**config.mk**
```make
export PLATFORM = sky130hd
export DESIGN_NAME = mmc3_top
export DESIGN_NICKNAME = d
export VERILOG_FILES = /design/src/common/mmc3_pkg.sv /design/src/mmc3/mmc3_regs.sv /design/src/mmc3/mmc3_prg_map.sv /design/src/mmc3/mmc3_chr_map.sv /design/src/mmc3/mmc3_irq_counter.sv /design/src/mmc3_top.sv
export SDC_FILE = /design/constraint.sdc
export NUM_CORES = 1
export LEC_CHECK = 0
export ABC_AREA = 1
export BUFFER_PORTS_ARGS = -buffer_cell sky130_fd_sc_hd__buf_2
export CAP_MARGIN = 0
export CORE_MARGIN = 3
export CORE_UTILIZATION = 45
export DETAILED_ROUTE_END_ITERATION = 10
export GPL_TIMING_DRIVEN = 1
export MAX_ROUTING_LAYER = met4
export PLACE_DENSITY = 0.77
export SLEW_MARGIN = 10
export SYNTH_ARGS = -nofsm -noshare
export SYNTH_HDL_FRONTEND = slang
export SYNTH_HIERARCHICAL = 1
export SYNTH_SLANG_ARGS = --single-unit
```
**constraint.sdc**
```tcl
create_clock -name clk -period 2.39 [get_ports clk]
set_clock_uncertainty 0.1 [all_clocks]
set_input_delay 0.5975 -clock clk [delete_from_list [all_inputs] [get_ports clk]]
set_output_delay 0.5975 -clock clk [all_outputs]
set_load 0.005 [all_outputs]
```
**src/common/mmc3_pkg.sv**
```systemverilog
/* MMC3 shared types: CPU bus cycle, bank register groups, RAM and IRQ control,
   mapped address prefixes and the mirroring encoding */
package mmc3_pkg;

	localparam int PRG_BANK_W = 6;  // 8 KB PRG bank number
	localparam int CHR_BANK_W = 8;  // 1 KB CHR bank number
	localparam int MAP_ADDR_W = 22; // Mapped memory address

	// Regions of the mapped address space
	localparam logic [2:0] PRG_ROM_PREFIX = 3'b000;       // PRG ROM at the bottom
	localparam logic [2:0] CHR_ROM_PREFIX = 3'b100;       // CHR space
	localparam logic [8:0] PRG_RAM_PREFIX = 9'b1_1110_0000; // Cartridge RAM

	// Fixed PRG windows
	localparam logic [PRG_BANK_W-1:0] PRG_BANK_LAST        = '1;
	localparam logic [PRG_BANK_W-1:0] PRG_BANK_SECOND_LAST = PRG_BANK_LAST - 1'b1;

	// One CPU bus cycle, as seen by the mapper
	typedef struct packed {
		logic [15:0] addr;  // CPU address
		logic [7:0]  data;  // Write data
		logic        write; // Write strobe, qualified by M2
	} cpu_bus_t;

	// CHR bank registers R0 to R5
	typedef struct packed {
		logic [CHR_BANK_W-2:0] r0; // 2 KB bank, low bit from PPU A10
		logic [CHR_BANK_W-2:0] r1; // 2 KB bank
		logic [CHR_BANK_W-1:0] r2; // 1 KB banks
		logic [CHR_BANK_W-1:0] r3;
		logic [CHR_BANK_W-1:0] r4;
		logic [CHR_BANK_W-1:0] r5;
	} chr_banks_t;

	// PRG bank registers R6, R7 and the window mode
	typedef struct packed {
		logic [PRG_BANK_W-1:0] r6;
		logic [PRG_BANK_W-1:0] r7;
		logic                  prg_mode; // 1 swaps $8000 and $C000 windows
	} prg_banks_t;

	// PRG RAM control from $A001
	typedef struct packed {
		logic ram_enable;
		logic ram_protect; // Blocks writes
	} ram_ctl_t;

	// One-cycle IRQ register strobes
	typedef struct packed {
		logic       latch_we;   // $C000
		logic [7:0] latch_data;
		logic       reload_req; // $C001
		logic       irq_on;     // $E001
		logic       irq_off;    // $E000, also acks
	} irq_ctl_t;

	// Nametable mirroring as written to $A000 bit 0
	typedef enum logic {
		MIRROR_VERTICAL   = 1'b0,
		MIRROR_HORIZONTAL = 1'b1
	} mirror_e;

endpackage

```
**src/mmc3/mmc3_regs.sv**
```systemverilog
/* MMC3 register file: CPU write decode into bank select, bank data, mirroring,
   PRG RAM control and the IRQ strobes */
`timescale 1ns/1ps

module mmc3_regs import mmc3_pkg::*; #(
	parameter mirror_e RESET_MIRROR = MIRROR_VERTICAL
) (
	input  logic       clk,
	input  logic       rst_n_i,
	input  logic       ce_i,        // M2 enable
	input  cpu_bus_t   cpu_i,
	output chr_banks_t chr_banks_o,
	output logic       chr_invert_o, // PPU A12 inversion
	output prg_banks_t prg_banks_o,
	output ram_ctl_t   ram_ctl_o,
	output mirror_e    mirror_o,
	output irq_ctl_t   irq_ctl_o
);

	logic       cpu_wr;  // Accepted write into $8000-$FFFF
	logic [2:0] reg_sel; // {A14, A13, A0}
	logic [2:0] bank_sel_q; // Target of next $8001 write

	chr_banks_t chr_banks_q;
	prg_banks_t prg_banks_q;
	ram_ctl_t   ram_ctl_q;
	mirror_e    mirror_q;
	logic       chr_invert_q;

	assign cpu_wr  = ce_i && cpu_i.write && cpu_i.addr[15];
	assign reg_sel = {cpu_i.addr[14:13], cpu_i.addr[0]};

	always_ff @(posedge clk or negedge rst_n_i) begin
		if (!rst_n_i) begin
			bank_sel_q   <= '0;
			chr_banks_q  <= '0;
			prg_banks_q  <= '0;
			ram_ctl_q    <= '0;
			chr_invert_q <= 1'b0;
			mirror_q     <= RESET_MIRROR;
		end else if (cpu_wr) begin
			case (reg_sel)
				3'b00_0: begin // Bank select
					bank_sel_q           <= cpu_i.data[2:0];
					prg_banks_q.prg_mode <= cpu_i.data[6];
					chr_invert_q         <= cpu_i.data[7];
				end
				3'b00_1: begin // Bank data
					case (bank_sel_q)
						3'd0: chr_banks_q.r0 <= cpu_i.data[7:1]; // 2 KB, drop low bit
						3'd1: chr_banks_q.r1 <= cpu_i.data[7:1];
						3'd2: chr_banks_q.r2 <= cpu_i.data;
						3'd3: chr_banks_q.r3 <= cpu_i.data;
						3'd4: chr_banks_q.r4 <= cpu_i.data;
						3'd5: chr_banks_q.r5 <= cpu_i.data;
						3'd6: prg_banks_q.r6 <= cpu_i.data[PRG_BANK_W-1:0];
						default: prg_banks_q.r7 <= cpu_i.data[PRG_BANK_W-1:0]; // R7
					endcase
				end
				3'b01_0: mirror_q <= mirror_e'(cpu_i.data[0]); // 1 is horizontal
				3'b01_1: begin // PRG RAM enable and protect
					ram_ctl_q.ram_enable  <= cpu_i.data[7];
					ram_ctl_q.ram_protect <= cpu_i.data[6];
				end
				default: ; // IRQ regs, decoded below
			endcase
		end
	end

	// IRQ strobes act on the same edge as the write
	always_comb begin
		irq_ctl_o            = '0;
		irq_ctl_o.latch_data = cpu_i.data;
		if (cpu_wr) begin
			case (reg_sel)
				3'b10_0: irq_ctl_o.latch_we   = 1'b1; // $C000
				3'b10_1: irq_ctl_o.reload_req = 1'b1; // $C001
				3'b11_0: irq_ctl_o.irq_off    = 1'b1; // $E000
				3'b11_1: irq_ctl_o.irq_on     = 1'b1; // $E001
				default: ;
			endcase
		end
	end

	assign chr_banks_o  = chr_banks_q;
	assign chr_invert_o = chr_invert_q;
	assign prg_banks_o  = prg_banks_q;
	assign ram_ctl_o    = ram_ctl_q;
	assign mirror_o     = mirror_q;

	// An unknown write qualifier would corrupt the bank state
	a_write_known: assert property (@(posedge clk) disable iff (!rst_n_i)
		!$isunknown({ce_i, cpu_i.write}))
		else $error("CPU write qualifier unknown");

endmodule

```
**src/mmc3/mmc3_prg_map.sv**
```systemverilog
/* MMC3 PRG side: 8 KB window to bank translation and PRG RAM decode
   with enable and write protect */
`timescale 1ns/1ps

module mmc3_prg_map import mmc3_pkg::*; (
	input  cpu_bus_t              cpu_i,
	input  prg_banks_t            prg_banks_i,
	input  ram_ctl_t              ram_ctl_i,
	output logic [MAP_ADDR_W-1:0] prg_addr_o,
	output logic                  prg_allow_o  // Access permitted
);

	logic [PRG_BANK_W-1:0] prg_bank;  // Selected 8 KB bank
	logic                  ram_win;   // $6000-$7FFF
	logic                  ram_hit;   // RAM window and enabled
	logic                  ram_ok;    // RAM access allowed
	logic                  rom_ok;    // ROM read

	// Window from A14:A13, mode swaps the $8000 and $C000 sources
	always_comb begin
		case (cpu_i.addr[14:13])
			2'b00: begin
				if (prg_banks_i.prg_mode)
					prg_bank = PRG_BANK_SECOND_LAST;
				else
					prg_bank = prg_banks_i.r6;
			end
			2'b01: prg_bank = prg_banks_i.r7; // Same in both modes
			2'b10: begin
				if (prg_banks_i.prg_mode)
					prg_bank = prg_banks_i.r6;
				else
					prg_bank = PRG_BANK_SECOND_LAST;
			end
			default: prg_bank = PRG_BANK_LAST; // $E000 always fixed
		endcase
	end

	assign ram_win = (cpu_i.addr[15:13] == 3'b011);
	assign ram_hit = ram_win && ram_ctl_i.ram_enable;
	assign ram_ok  = ram_hit && !(cpu_i.write && ram_ctl_i.ram_protect);
	assign rom_ok  = cpu_i.addr[15] && !cpu_i.write; // Writes there hit registers

	always_comb begin
		if (ram_hit)
			prg_addr_o = {PRG_RAM_PREFIX, cpu_i.addr[12:0]};
		else
			prg_addr_o = {PRG_ROM_PREFIX, prg_bank, cpu_i.addr[12:0]};
	end

	assign prg_allow_o = rom_ok || ram_ok;

endmodule

```
**src/mmc3/mmc3_chr_map.sv**
```systemverilog
/* MMC3 CHR side: 1 KB and 2 KB bank translation with A12 inversion,
   nametable A10 and VRAM select */
`timescale 1ns/1ps

module mmc3_chr_map import mmc3_pkg::*; (
	input  logic [13:0]           ppu_addr_i,
	input  chr_banks_t            chr_banks_i,
	input  logic                  chr_invert_i,
	input  mirror_e               mirror_i,
	output logic [MAP_ADDR_W-1:0] chr_addr_o,
	output logic                  vram_a10_o,  // CIRAM A10
	output logic                  vram_ce_o    // Internal 2 KB VRAM select
);

	logic                  half_sel; // A12 after inversion
	logic [CHR_BANK_W-1:0] chr_bank; // 1 KB bank number

	assign half_sel = ppu_addr_i[12] ^ chr_invert_i;

	always_comb begin
		if (!half_sel) begin
			// 2 KB halves, A10 picks the 1 KB page
			if (ppu_addr_i[11])
				chr_bank = {chr_banks_i.r1, ppu_addr_i[10]};
			else
				chr_bank = {chr_banks_i.r0, ppu_addr_i[10]};
		end else begin
			case (ppu_addr_i[11:10])
				2'b00:   chr_bank = chr_banks_i.r2;
				2'b01:   chr_bank = chr_banks_i.r3;
				2'b10:   chr_bank = chr_banks_i.r4;
				default: chr_bank = chr_banks_i.r5;
			endcase
		end
	end

	// Spare bit between prefix and bank keeps the 22-bit layout
	assign chr_addr_o = {CHR_ROM_PREFIX, 1'b0, chr_bank, ppu_addr_i[9:0]};

	always_comb begin
		if (mirror_i == MIRROR_VERTICAL)
			vram_a10_o = ppu_addr_i[10];
		else
			vram_a10_o = ppu_addr_i[11]; // Horizontal
	end

	assign vram_ce_o = ppu_addr_i[13]; // Nametables at $2000 and up

endmodule

```
**src/mmc3/mmc3_irq_counter.sv**
```systemverilog
/* MMC3 scanline IRQ: PPU A12 low-time filter, reloadable 8-bit counter
   and IRQ flag with old or new zero behavior */
`timescale 1ns/1ps

module mmc3_irq_counter import mmc3_pkg::*; #(
	parameter int A12_LOW_CYCLES = 15, // M2 cycles A12 must stay low
	parameter bit ALT_IRQ        = 0   // 1 selects the old behavior
) (
	input  logic     clk,
	input  logic     rst_n_i,
	input  logic     ce_i,
	input  logic     ppu_a12_i,
	input  irq_ctl_t irq_ctl_i,
	output logic     irq_o
);

	localparam int FILT_W = $clog2(A12_LOW_CYCLES + 1);

	logic [FILT_W-1:0] filt_q;    // A12 low-time filter
	logic [7:0]        latch_q;
	logic [7:0]        count_q;
	logic              reload_q;  // Reload pending
	logic              enable_q;
	logic              irq_q;

	logic       a12_event;        // Filtered rising edge
	logic [7:0] count_nxt;
	logic       irq_hit;

	assign a12_event = ce_i && ppu_a12_i && (filt_q == '0);
	assign count_nxt = (count_q == 8'd0 || reload_q) ? latch_q : count_q - 8'd1;

	// Old chips only fire on a transition to zero
	assign irq_hit = (count_nxt == 8'd0) && enable_q &&
		(!ALT_IRQ || count_q != 8'd0 || reload_q);

	always_ff @(posedge clk or negedge rst_n_i) begin
		if (!rst_n_i) begin
			filt_q <= '0;
		end else if (ce_i) begin
			if (ppu_a12_i)
				filt_q <= FILT_W'(A12_LOW_CYCLES);
			else if (filt_q != '0)
				filt_q <= filt_q - FILT_W'(1);
		end
	end

	always_ff @(posedge clk or negedge rst_n_i) begin
		if (!rst_n_i) begin
			latch_q  <= '0;
			count_q  <= '0;
			reload_q <= 1'b0;
			enable_q <= 1'b0;
			irq_q    <= 1'b0;
		end else begin
			if (a12_event) begin
				count_q  <= count_nxt;
				reload_q <= 1'b0;
				if (irq_hit)
					irq_q <= 1'b1;
			end
			// Register writes win over a same-cycle event
			if (irq_ctl_i.latch_we)
				latch_q <= irq_ctl_i.latch_data;
			if (irq_ctl_i.reload_req)
				reload_q <= 1'b1;
			if (irq_ctl_i.irq_on)
				enable_q <= 1'b1;
			if (irq_ctl_i.irq_off) begin
				enable_q <= 1'b0;
				irq_q    <= 1'b0; // Also acknowledges
			end
		end
	end

	assign irq_o = irq_q;

	// Filter counts M2 cycles, so ce_i lasts one clk
	a_ce_single_cycle: assert property (@(posedge clk) disable iff (!rst_n_i)
		ce_i |=> !ce_i)
		else $error("M2 enable held for more than one clk cycle");

endmodule

```
**src/mmc3_top.sv**
```systemverilog
/* MMC3 mapper top: register block beside the PRG, CHR and IRQ datapaths */
`timescale 1ns/1ps

module mmc3_top import mmc3_pkg::*; #(
	parameter int      A12_LOW_CYCLES = 15,
	parameter bit      ALT_IRQ        = 0,
	parameter mirror_e RESET_MIRROR   = MIRROR_VERTICAL
) (
	input  logic                  clk,
	input  logic                  rst_n_i,
	input  logic                  ce_i,        // M2 enable
	input  cpu_bus_t              cpu_i,
	input  logic [13:0]           ppu_addr_i,
	input  logic                  ppu_a12_i,   // Raw A12 for the counter
	output logic [MAP_ADDR_W-1:0] prg_addr_o,
	output logic                  prg_allow_o,
	output logic [MAP_ADDR_W-1:0] chr_addr_o,
	output logic                  vram_a10_o,
	output logic                  vram_ce_o,
	output logic                  irq_o
);

	chr_banks_t chr_banks;
	prg_banks_t prg_banks;
	ram_ctl_t   ram_ctl;
	mirror_e    mirror;
	irq_ctl_t   irq_ctl;
	logic       chr_invert;

	mmc3_regs #(.RESET_MIRROR(RESET_MIRROR)) u_regs (
		.clk(clk), .rst_n_i(rst_n_i), .ce_i(ce_i), .cpu_i(cpu_i),
		.chr_banks_o(chr_banks), .chr_invert_o(chr_invert),
		.prg_banks_o(prg_banks), .ram_ctl_o(ram_ctl),
		.mirror_o(mirror), .irq_ctl_o(irq_ctl)
	);

	mmc3_prg_map u_prg_map (
		.cpu_i(cpu_i), .prg_banks_i(prg_banks), .ram_ctl_i(ram_ctl),
		.prg_addr_o(prg_addr_o), .prg_allow_o(prg_allow_o)
	);

	mmc3_chr_map u_chr_map (
		.ppu_addr_i(ppu_addr_i), .chr_banks_i(chr_banks),
		.chr_invert_i(chr_invert), .mirror_i(mirror),
		.chr_addr_o(chr_addr_o), .vram_a10_o(vram_a10_o), .vram_ce_o(vram_ce_o)
	);

	mmc3_irq_counter #(
		.A12_LOW_CYCLES(A12_LOW_CYCLES),
		.ALT_IRQ(ALT_IRQ)
	) u_irq (
		.clk(clk), .rst_n_i(rst_n_i), .ce_i(ce_i), .ppu_a12_i(ppu_a12_i),
		.irq_ctl_i(irq_ctl), .irq_o(irq_o)
	);

endmodule

```
* Yosys cells after proc, flatten, opt, wreduce, memory -nomap -nowiden
Cells that the tools add are included.
** Storage, ports and cells
- Output and inout bits :: 48
- Word-level logic and storage cells :: 106
- Bits of input ports :: 43
- Register bits :: 89
** Cells by class
- Reductions and logical operators :: 40
- Bitwise operators :: 2
- Eq/ne operators :: 18
- Mux-type cells :: 24
- Add/sub/neg operators :: 2
** Operators by type and width (count)
- $mux W8 :: 3
- $pmux W8 S3 :: 1
- $reduce_and A3 Y1 :: 8
- $mux W22 :: 1
- $eq A3 B3 Y1 const B :: 7
- $pmux W6 S3 :: 1
- $logic_not A8 Y1 :: 2
- $eq A3 B2 Y1 const B :: 5
- $mux W1 :: 13
- $mux W6 :: 2
- $reduce_and A2 Y1 :: 5
- $reduce_bool A2 Y1 :: 5
- $logic_and A1 B1 Y1 :: 9
- $mux W4 :: 2
- $sub A8 B1 Y8 const B :: 1
- $reduce_or A7 Y1 :: 1
- $eq A3 B1 Y1 const B :: 2
- $logic_not A3 Y1 :: 2
- $eq A2 B1 Y1 const B :: 2
- $eq A2 B2 Y1 const B :: 2
- $logic_not A2 Y1 :: 2
- $logic_not A4 Y1 :: 1
- $reduce_bool A4 Y1 :: 1
- $sub A4 B1 Y4 const B :: 1
- other kinds (5) :: 7

* Longest topological paths before layout
Gate-level depths: netlist of run 1.
- Word-level depth :: 8
- Mapped depth :: 12
- Mapped depth without buffers :: 12

* By module
The synthesis of run 1 kept the hierarchy.
** Modules (own cells, without submodules)
- mmc3_regs :: area each 2882.8 um^2, times used 1, seq. area each 1651.6 um^2, cells each 330
- mmc3_irq_counter :: area each 1272.5 um^2, times used 1, seq. area each 575.6 um^2, cells each 165
- mmc3_chr_map :: area each 583.1 um^2, times used 1, seq. area each 0.0 um^2, cells each 127
- mmc3_prg_map :: area each 381.6 um^2, times used 1, seq. area each 0.0 um^2, cells each 70

* Worst setup path before layout of run 1
No wires, ideal clock.
- Kind :: input-to-reg
- From :: in ce_i
- To :: reg u_irq.latch_q[2]
- Slack :: 0.469 ns
- Setup time :: 0.135 ns
- Path buffers :: 1
- Data required time :: 2.155 ns
- Data arrival time :: 1.686 ns
- Stages :: 6
- Cell sequence :: nand2_1 > nor2_1 > nand2_1 > nor3_1 > clkbuf_1 > o21ai_0
** RTL lines
- from (decl) :: RTL line mmc3_top.sv:11 : input logic ce_i,
- to (signal assigned) :: RTL line mmc3_irq_counter.sv:64 : latch_q <= irq_ctl_i.latch_data;
- to (decl) :: RTL line mmc3_irq_counter.sv:20 : logic [7:0] latch_q;

* Final worst setup path of run 1
- From :: in ppu_addr_i[11]
- To :: out chr_addr_o[14]
** On the way
- Word-level cells in the longest chain between the ends :: 3
- Elaborated cells between the ends (all ways) :: 6
- Those cells by class :: 2 x eq/ne; 3 x mux; 1 x reduce/logical
** RTL lines
- from (decl) :: RTL line mmc3_top.sv:13 : input logic [13:0] ppu_addr_i,
- $eq A2 B2 Y1 (tied with other cells) :: RTL line mmc3_chr_map.sv:28 : case (ppu_addr_i[11:10])
- $pmux W8 S3 :: RTL line mmc3_chr_map.sv:28
- $mux W8 * :: RTL line mmc3_chr_map.sv:21 : if (!half_sel) begin
- to (decl) :: RTL line mmc3_top.sv:17 : output logic [MAP_ADDR_W-1:0] chr_addr_o,
Mark *: on every way between the ends. The rest lies on a longest branch, timed or not.

==> results of run 1 <==
## critical path, stage by stage
cell	delay, ps
buf_2	180
inv_1	300
nand3_1	110
nand3_1	120
nand2_1	60
nand2_1	60
buf_2	100
## per-stage QoR
step | setup TNS (ps) | total power, mW | setup WS (ps) | utilization (%) | cell area, sq um
global route | -2.95 | 4.28 | -2.95 | 50.3 | 5530
floorplan | 0 | 2.29 | 469 | - | 5130
finish | 0 | 4.07 | 151 | 50.3 | 5530
CTS | 0 | 4.10 | 149 | 50.3 | 5530
detailed placement | 0 | 2.48 | 155 | 47.2 | 5180
global placement | 0 | 2.46 | 174 | 47.2 | 5180
## what timing repair did
item                                    4_1_cts  5_1_grt
endpoints found under the hold margin         0        0
resized for setup                             0        0
endpoints found under the setup margin        0        1
## final cells by class
type | count | share of cell area (%)
clock inverter | 7 | 2.15
clock buffer | 9 | 4.07
inverter | 50 | 3.39
multi-input combinational | 490 | 41.2
timing repair buffer | 52 | 5.75
sequential | 89 | 40.3
tap | 140 | 3.17
## cells in the mapped netlist, types with 3 or more instances
library cell,n
nand2_1,255
nand3_1,105
dfrtp_1,89
inv_1,47
buf_4,44
nor2_1,40
o21ai_0,39
clkbuf_1,10
buf_2,8
nor2_2,6
nor3_4,6
nand2_4,5
ha_1,4
nand2_2,4
inv_2,3
nor2_4,3
nor3_1,3
o21ai_1,3
## power by group through the flow
stage | logic, mW | registers [mW] | clock network [mW]
floorplan | 0.532 | 1.76 | 0
global placement | 0.641 | 1.82 | 0
detailed placement | 0.656 | 1.82 | 0
CTS | 0.659 | 1.80 | 1.64
global route | 0.755 | 1.82 | 1.70
finish | 0.655 | 1.80 | 1.62
## state kept, by name, indices dropped and copies added (netlist names)
name                 flops
u_irq/count_q            8
u_irq/enable_q           1
u_irq/filt_q             4
u_irq/irq_o              1
u_irq/latch_q            8
u_irq/reload_q           1
u_regs/bank_sel_q        3
u_regs/chr_banks_o      46
u_regs/chr_invert_o      1
u_regs/mirror_o          1
u_regs/prg_banks_o      13
u_regs/ram_ctl_o         2
## logic make-up after synthesis
family	synth area share, %
buffers and inverters	12.2
adder cells (fa/ha/maj)	0.978
AO/OA/AOI/OAI	4.74
multiplexers	0.440
other	0.147
flip-flops	43.5
AND/OR/NAND/NOR	37.5
XOR/XNOR	0.513
## path summary, 6_finish.rpt
path                                        startpoint                endpoint  slack (ps)  depth (start not counted)
worst max-delay path                    ppu_addr_i[11]          chr_addr_o[14]         150                          7
worst min-delay path                           rst_n_i  u_regs/prg_banks_o[12]         110                          1
worst max register to register    u_regs/bank_sel_q[2]  u_regs/chr_banks_o[12]         560                          5
worst min register to register  u_regs/chr_banks_o[37]  u_regs/chr_banks_o[37]         370                          2
max in group asynchronous                      rst_n_i   u_regs/chr_banks_o[8]        1500                          2
min in group clk                u_regs/chr_banks_o[37]  u_regs/chr_banks_o[37]         370                          2
## per-layer routing
| metal | wire length [um] | vias to the layer above |
|---|---|---|
| li1 | - | 2150 |
| met1 | 5380 | 2016 |
| met2 | 5970 | 109 |
| met3 | 545 | 22 |
| met4 | 281 | 0 |
| met5 | 0 | - |
==> load_flow_metrics.sql, run 1 <==
INSERT INTO impl_metrics (metric_group, metric, value, unit) VALUES
('routing', 'antenna_violation_net_count_after_detailed_routing', '0', ''),
('cts', 'cts_tree', 'yes', ''),
('placement', 'place_inst', '821', ''),
('synth', 'synth.distinct_cells', '30', ''),
('cts', 'post-cts-setup-buffer-count', '0', ''),
('cells_and_area', 'fraction_of_final_layout_cells_with_drive_strength_greater_than_1', '14.2', '%'),
('placement', 'buffer_ports.inserted', '40', ''),
('power', 'part_of_the_power_in_combinational_logic', '16.1', '%'),
('job', 'drv.max_cap_violation_count', '0', ''),
('power', 'worst_ir_drop_vdd', '0.396', 'mV'),
('sta', 'fin_hold_ws', '108', 'ps'),
('routing', 'routed_wire_length_per_instance', '14.5', 'um'),
('cts', 'cts_htree_levels', '3', ''),
('worst_setup_path', 'end_kind', 'primary output', ''),
('synth', 'synth_sequential_area_ratio', '43.5', '%'),
('placement', 'rd_place_congestion', '0.913', ''),
('worst_setup_path', 'start_kind', 'input port', ''),
('global_route', 'gr-usage-met3', '3.07', '%'),
('power', 'p_sw_share', '28.6', '%'),
('cells_and_area', 'final_common_cell', 'nand2_1', ''),
('cts', 'cts_buffers', '9', ''),
('synth', 'ys_dominant_reg_cell', 'dfrtp_1', ''),
('synth', 'syn-instance-count', '692', ''),
('cells_and_area', 'most_frequent_cells_in_the_layout', 'nand2_1, nand3_1, dfrtp_1, inv_1, nor2_1', ''),
('hold_path', 'hold_class', 'in2async', ''),
('routing', 'drcViolationCount', '0', ''),
('global_route', 'global_route.usage.met1', '26.2', '%'),
('global_route', 'gr-max-usage-layer', 'met2', ''),
('power', 'power_per_cell_area', '736', 'nW/um^2'),
('global_route', 'antenna_found_initial', '0', ''),
('worst_setup_path', 'critical_path_required', '1690', 'ps'),
('die', 'fp-row-count', '38', ''),
('sta', 'final_period_minus_worst_setup_slack', '2240', 'ps'),
('routing', 'avgViaCountPerCell', '5.13', ''),
('worst_setup_path', 'timing.setup.critical_path_class', 'in2out', ''),
('placement', 'hpwlAfterDp', '8450', 'um'),
('power', 'internal_power', '2.91', 'mW'),
('synth', 'synth_enable_flop_cells', '0', ''),
('global_route', 'grt_pass1_vias', '4046', ''),
('synth', 'post_synth_instance_area', '5120', 'sq um'),
('global_route', 'gr-total-overflow', '0', ''),
('synth', 'synth_top_cells_by_area', 'dfrtp_1, nand2_1, nand3_1, buf_4, o21ai_0', ''),
('die', 'i_o_pin_cnt', '91', ''),
('die', 'initial_core_util', '46.6', '%'),
('global_route', 'grt_first_pass_wirelength', '20100', 'um'),
('power', 'switchingPower', '1.16', 'mW'),
('sta', 'final_min_period_over_clock_period', '93.7', '%'),
('power', 'p_clk_share', '39.7', '%'),
('cells_and_area', 'seqCellArea', '2230', 'sq um'),
('cts', 'cts-root-buf', 'clkbuf_16', ''),
('cts', 'worst_skew_pair.late_latency', '340', 'ps'),
('cells_and_area', 'synthToLayoutAreaGrowth', '7.99', '%'),
('synth', 'fraction_of_synthesis_flops_using_an_asynchronous_set_or_reset_pin', '100', '%'),
('sta', 'final-hold-violation-count', '0', ''),
('sta', 'slew-limit-headroom', '65.8', '%'),
('cells_and_area', 'n_fill_cell', '1080', ''),
('run_status', 'run_status', 'complete, no violations', ''),
('synth', 'synth.largest_area_cell', 'dfrtp_1', ''),
('die', 'core', '11000', 'sq um'),
('routing', 'total_via_count_after_detailed_routing', '4297', ''),
('cts', 'hold_buffers', '0', ''),
('global_route', 'grt_start_max_net_pins', '46', ''),
('cts', 'clock_tree.buffer_depth', '2', ''),
('sta', 'maxClockFrequency', '447', 'MHz'),
('power', 'power_leakage', '3.02', 'nW'),
('worst_setup_path', 'crit_arrival', '1540', 'ps'),
('sta', 'timing.final.setup_violations', '0', ''),
('cts', 'path_clk_slew', '60', 'ps'),
('worst_setup_path', 'critical_path.max_fanout', '14', ''),
('routing', 'first_iter_violations', '378', ''),
('routing', 'detailedRoute.firstPassIterationCount', '5', '');
No activity file was read; power rests on OpenSTA's default activity.
==> run 2, diff against run 1 <==
--- a/config.mk
+++ b/config.mk
@@ -6,14 +6,14 @@
 export NUM_CORES = 1
 export LEC_CHECK = 0
 export ABC_AREA = 1
-export BUFFER_PORTS_ARGS = -buffer_cell sky130_fd_sc_hd__buf_2
 export CAP_MARGIN = 0
 export CORE_MARGIN = 3
-export CORE_UTILIZATION = 45
+export CORE_UTILIZATION = 27
 export DETAILED_ROUTE_END_ITERATION = 10
+export DONT_BUFFER_PORTS = 1
 export GPL_TIMING_DRIVEN = 1
 export MAX_ROUTING_LAYER = met4
-export PLACE_DENSITY = 0.77
+export PLACE_DENSITY = 0.51
 export SLEW_MARGIN = 10
 export SYNTH_ARGS = -nofsm -noshare
 export SYNTH_HDL_FRONTEND = slang
==> run 2 against run 1 <==
  * The run now ends with negative hold slack left
  * Non-clock buffer count down 46
  * Utilization down 21 points
  * Count of clock-buffer cells in the layout unchanged
  * Sequential power about the same
  * Clock power down 13%
  * Critical path type is now reg2out
  * Critical endpoint is now prg_addr_o[16]
  * Largest power group unchanged
==> load_flow_metrics.sql, run 2 (synthesized netlist as in run 1, its figures left out) <==
INSERT INTO impl_metrics (metric_group, metric, value, unit) VALUES
('power', 'power_per_cell_area', '700', 'nW/um^2'),
('sta', 'maxClockFrequency', '476', 'MHz'),
('global_route', 'grt_first_pass_wirelength', '21000', 'um'),
('global_route', 'antenna_found_initial', '0', ''),
('worst_setup_path', 'critical_path.max_fanout', '6', ''),
('global_route', 'gr-total-overflow', '0', ''),
('routing', 'avgViaCountPerCell', '4.56', ''),
('sta', 'final_min_period_over_clock_period', '87.9', '%'),
('cts', 'cts-root-buf', 'clkbuf_16', ''),
('global_route', 'grt_pass1_vias', '3868', ''),
('worst_setup_path', 'r2r_setup_slack', '570', 'ps'),
('global_route', 'global_route.usage.met1', '18.1', '%'),
('placement', 'buffer_ports.inserted', '0', ''),
('global_route', 'grt_start_max_net_pins', '90', ''),
('die', 'chipWidth', '144', 'um'),
('sta', 'fin_hold_ws', '-155', 'ps'),
('power', 'power_leakage', '2.79', 'nW'),
('sta', 'timing.final.setup_violations', '0', ''),
('worst_setup_path', 'timing.setup.critical_path_class', 'reg2out', ''),
('cells_and_area', 'synthToLayoutAreaGrowth', '3.98', '%'),
('sta', 'accumulated_negative_setup_slack', '0', 'ps'),
('run_status', 'run_status', 'finished, violations left', ''),
('cts', 'clock_tree.buffer_depth', '2', ''),
('worst_setup_path', 'end_kind', 'primary output', ''),
('die', 'core', '18300', 'sq um'),
('cells_and_area', 'final_common_cell', 'nand2_1', ''),
('routing', 'drcViolationCount', '0', ''),
('placement', 'hpwlAfterDp', '9060', 'um'),
('cells_and_area', 'fraction_of_final_layout_cells_with_drive_strength_greater_than_1', '8.15', '%'),
('sta', 'timing_max_transition_violations_final', '0', ''),
('sta', 'final_period_minus_worst_setup_slack', '2100', 'ps'),
('global_route', 'global_route.usage.met2', '20.5', '%'),
('cts', 'clock_sinks', '89', ''),
('global_route', 'gr-usage-met3', '2.93', '%'),
('die', 'initial_core_util', '28.0', '%'),
('routing', 'detailedRoute.firstPassIterationCount', '4', ''),
('cells_and_area', 'nets', '693', ''),
('cts', 'path_clk_slew', '70', 'ps'),
('routing', 'antenna_violation_net_count_after_detailed_routing', '0', ''),
('sta', 'setup_repair_after_global_routing_missed_its_margin', 'false', ''),
('cells_and_area', 'most_frequent_cells_in_the_layout', 'nand2_1, nand3_1, dfrtp_1, inv_1, nor2_1', ''),
('hold_path', 'hold_class', 'in2async', ''),
('sta', 'worst_pin_slew', '503', 'ps'),
('die', 'die_span_in_y', '144', 'um'),
('die', 'fp-row-count', '49', ''),
('cts', 'cts_tree', 'yes', ''),
('worst_setup_path', 'start_kind', 'flop', ''),
('run_status', 'violations', 'negative hold slack', ''),
('global_route', 'gr-max-usage-layer', 'met2', ''),
('routing', 'route.final.wire_length', '13100', 'um'),
('worst_setup_path', 'crit_path_cell_trace', 'inv_1, nor3_4, inv_2, nand2_1, inv_1', ''),
('sta', 'final-hold-violation-count', '89', ''),
('cells_and_area', 'seqCellArea', '2230', 'sq um'),
('cells_and_area', 'diodes', '0', ''),
('worst_setup_path', 'slowest_delay', '400', 'ps'),
('global_route', 'grt_usage', '13.6', '%'),
('routing', 'routed_wire_length_per_instance', '14.9', 'um'),
('sta', 'slew-limit-headroom', '66.3', '%'),
('job', 'drv.max_cap_violation_count', '0', ''),
('cells_and_area', 'largest_reg_flops', '46', ''),
('routing', 'total_via_count_after_detailed_routing', '4009', ''),
('placement', 'rd_place_congestion', '0.770', ''),
('power', 'worst_ir_drop_vdd', '0.352', 'mV'),
('routing', 'first_iter_violations', '406', ''),
('cells_and_area', 'n_fill_cell', '1972', ''),
('worst_setup_path', 'r2r.worst_path.cells', '12', ''),
('cts', 'worst_skew_pair.late_latency', '340', 'ps'),
('worst_setup_path', 'critPathSlowestCell', 'nor3_4', ''),
('cts', 'cts_buffers', '9', ''),
('worst_setup_path', 'critical_path_required', '1690', 'ps'),
('cells_and_area', 'multi_input_logic_area', '2280', 'sq um'),
('worst_setup_path', 'crit_arrival', '1400', 'ps'),
('worst_setup_path', 'path_common_cell', 'inv_1', ''),
('die', 'i_o_pin_cnt', '91', ''),
('placement', 'placed_cell_area', '5040', 'sq um'),
('die', 'dieArea', '20700', 'sq um'),
('cells_and_area', 'finish.instance_area', '5320', 'sq um'),
('cts', 'cts_htree_levels', '3', '');
[run 2: changes by cell type in the layout (fill, tap and decap cells not counted)]
cell,previous run,this run
buf_12,2,1
buf_2,39,0
buf_4,11,5
bufinv_16,3,1
clkinv_2,1,3
clkinv_4,1,0
nand2_1,255,254
nand2_2,4,5
[run 2: worst max-delay path: cells and delay by family (launching register included)]
family	cells	cell delay, ps
buffers and inverters	3	210
AND/OR/NAND/NOR	2	490
flip-flops	1	360
[run 2: final cells by class]
class,instances,area share [%]
Sequential cell,89,41.8
Inverter,50,3.53
Multi-Input combinational cell,490,42.8
Clock inverter,6,1.13
Timing Repair Buffer,6,1.08
Clock buffer,9,4.23
Tap cell,229,5.38
[run 2: final timing paths]
path | start | endpoint
min | rst_n_i | u_regs/chr_banks_o[11]
min reg2reg | u_regs/chr_banks_o[33] | u_regs/chr_banks_o[33]
max | u_regs/ram_ctl_o[1] | prg_addr_o[16]
min in group clk | cpu_i[3] | u_regs/bank_sel_q[2]
max in group asynchronous | rst_n_i | u_regs/prg_banks_o[1]
max reg2reg | u_irq/count_q[0] | u_irq/irq_o
[run 2: report_power, final]
group	leakage [nW]	internal [mW]	switching, mW
clock	0.137	0.799	0.606
sequential	1.17	1.66	0.129
combinational	1.49	0.179	0.352
[run 2: repair_timing]
| item | CTS | global route |
|---|---|---|
| setup buffers | 0 | 0 |
| resized for setup | 0 | 1 |
| endpoints found under the setup margin | 0 | 1 |
| endpoints found under the hold margin | 89 | 89 |
[run 2: stage by stage]
stage	setup WS [ps]	instances	hold WS (ps)	util, %	total power [mW]
finish	290	879	-155	29.1	3.73
global route	151	879	-177	29.1	3.95
CTS	147	879	-170	29.1	3.78
detailed placement	358	864	206	27.6	2.35
global placement	342	864	205	27.6	2.35
floorplan	469	694	202	-	2.29
[run 2: metal layers]
metal | up-vias | wire length [um]
li1 | 2060 | -
met4 | 0 | 153
met1 | 1869 | 6170
met2 | 69 | 6000
met3 | 11 | 788
met5 | - | 0
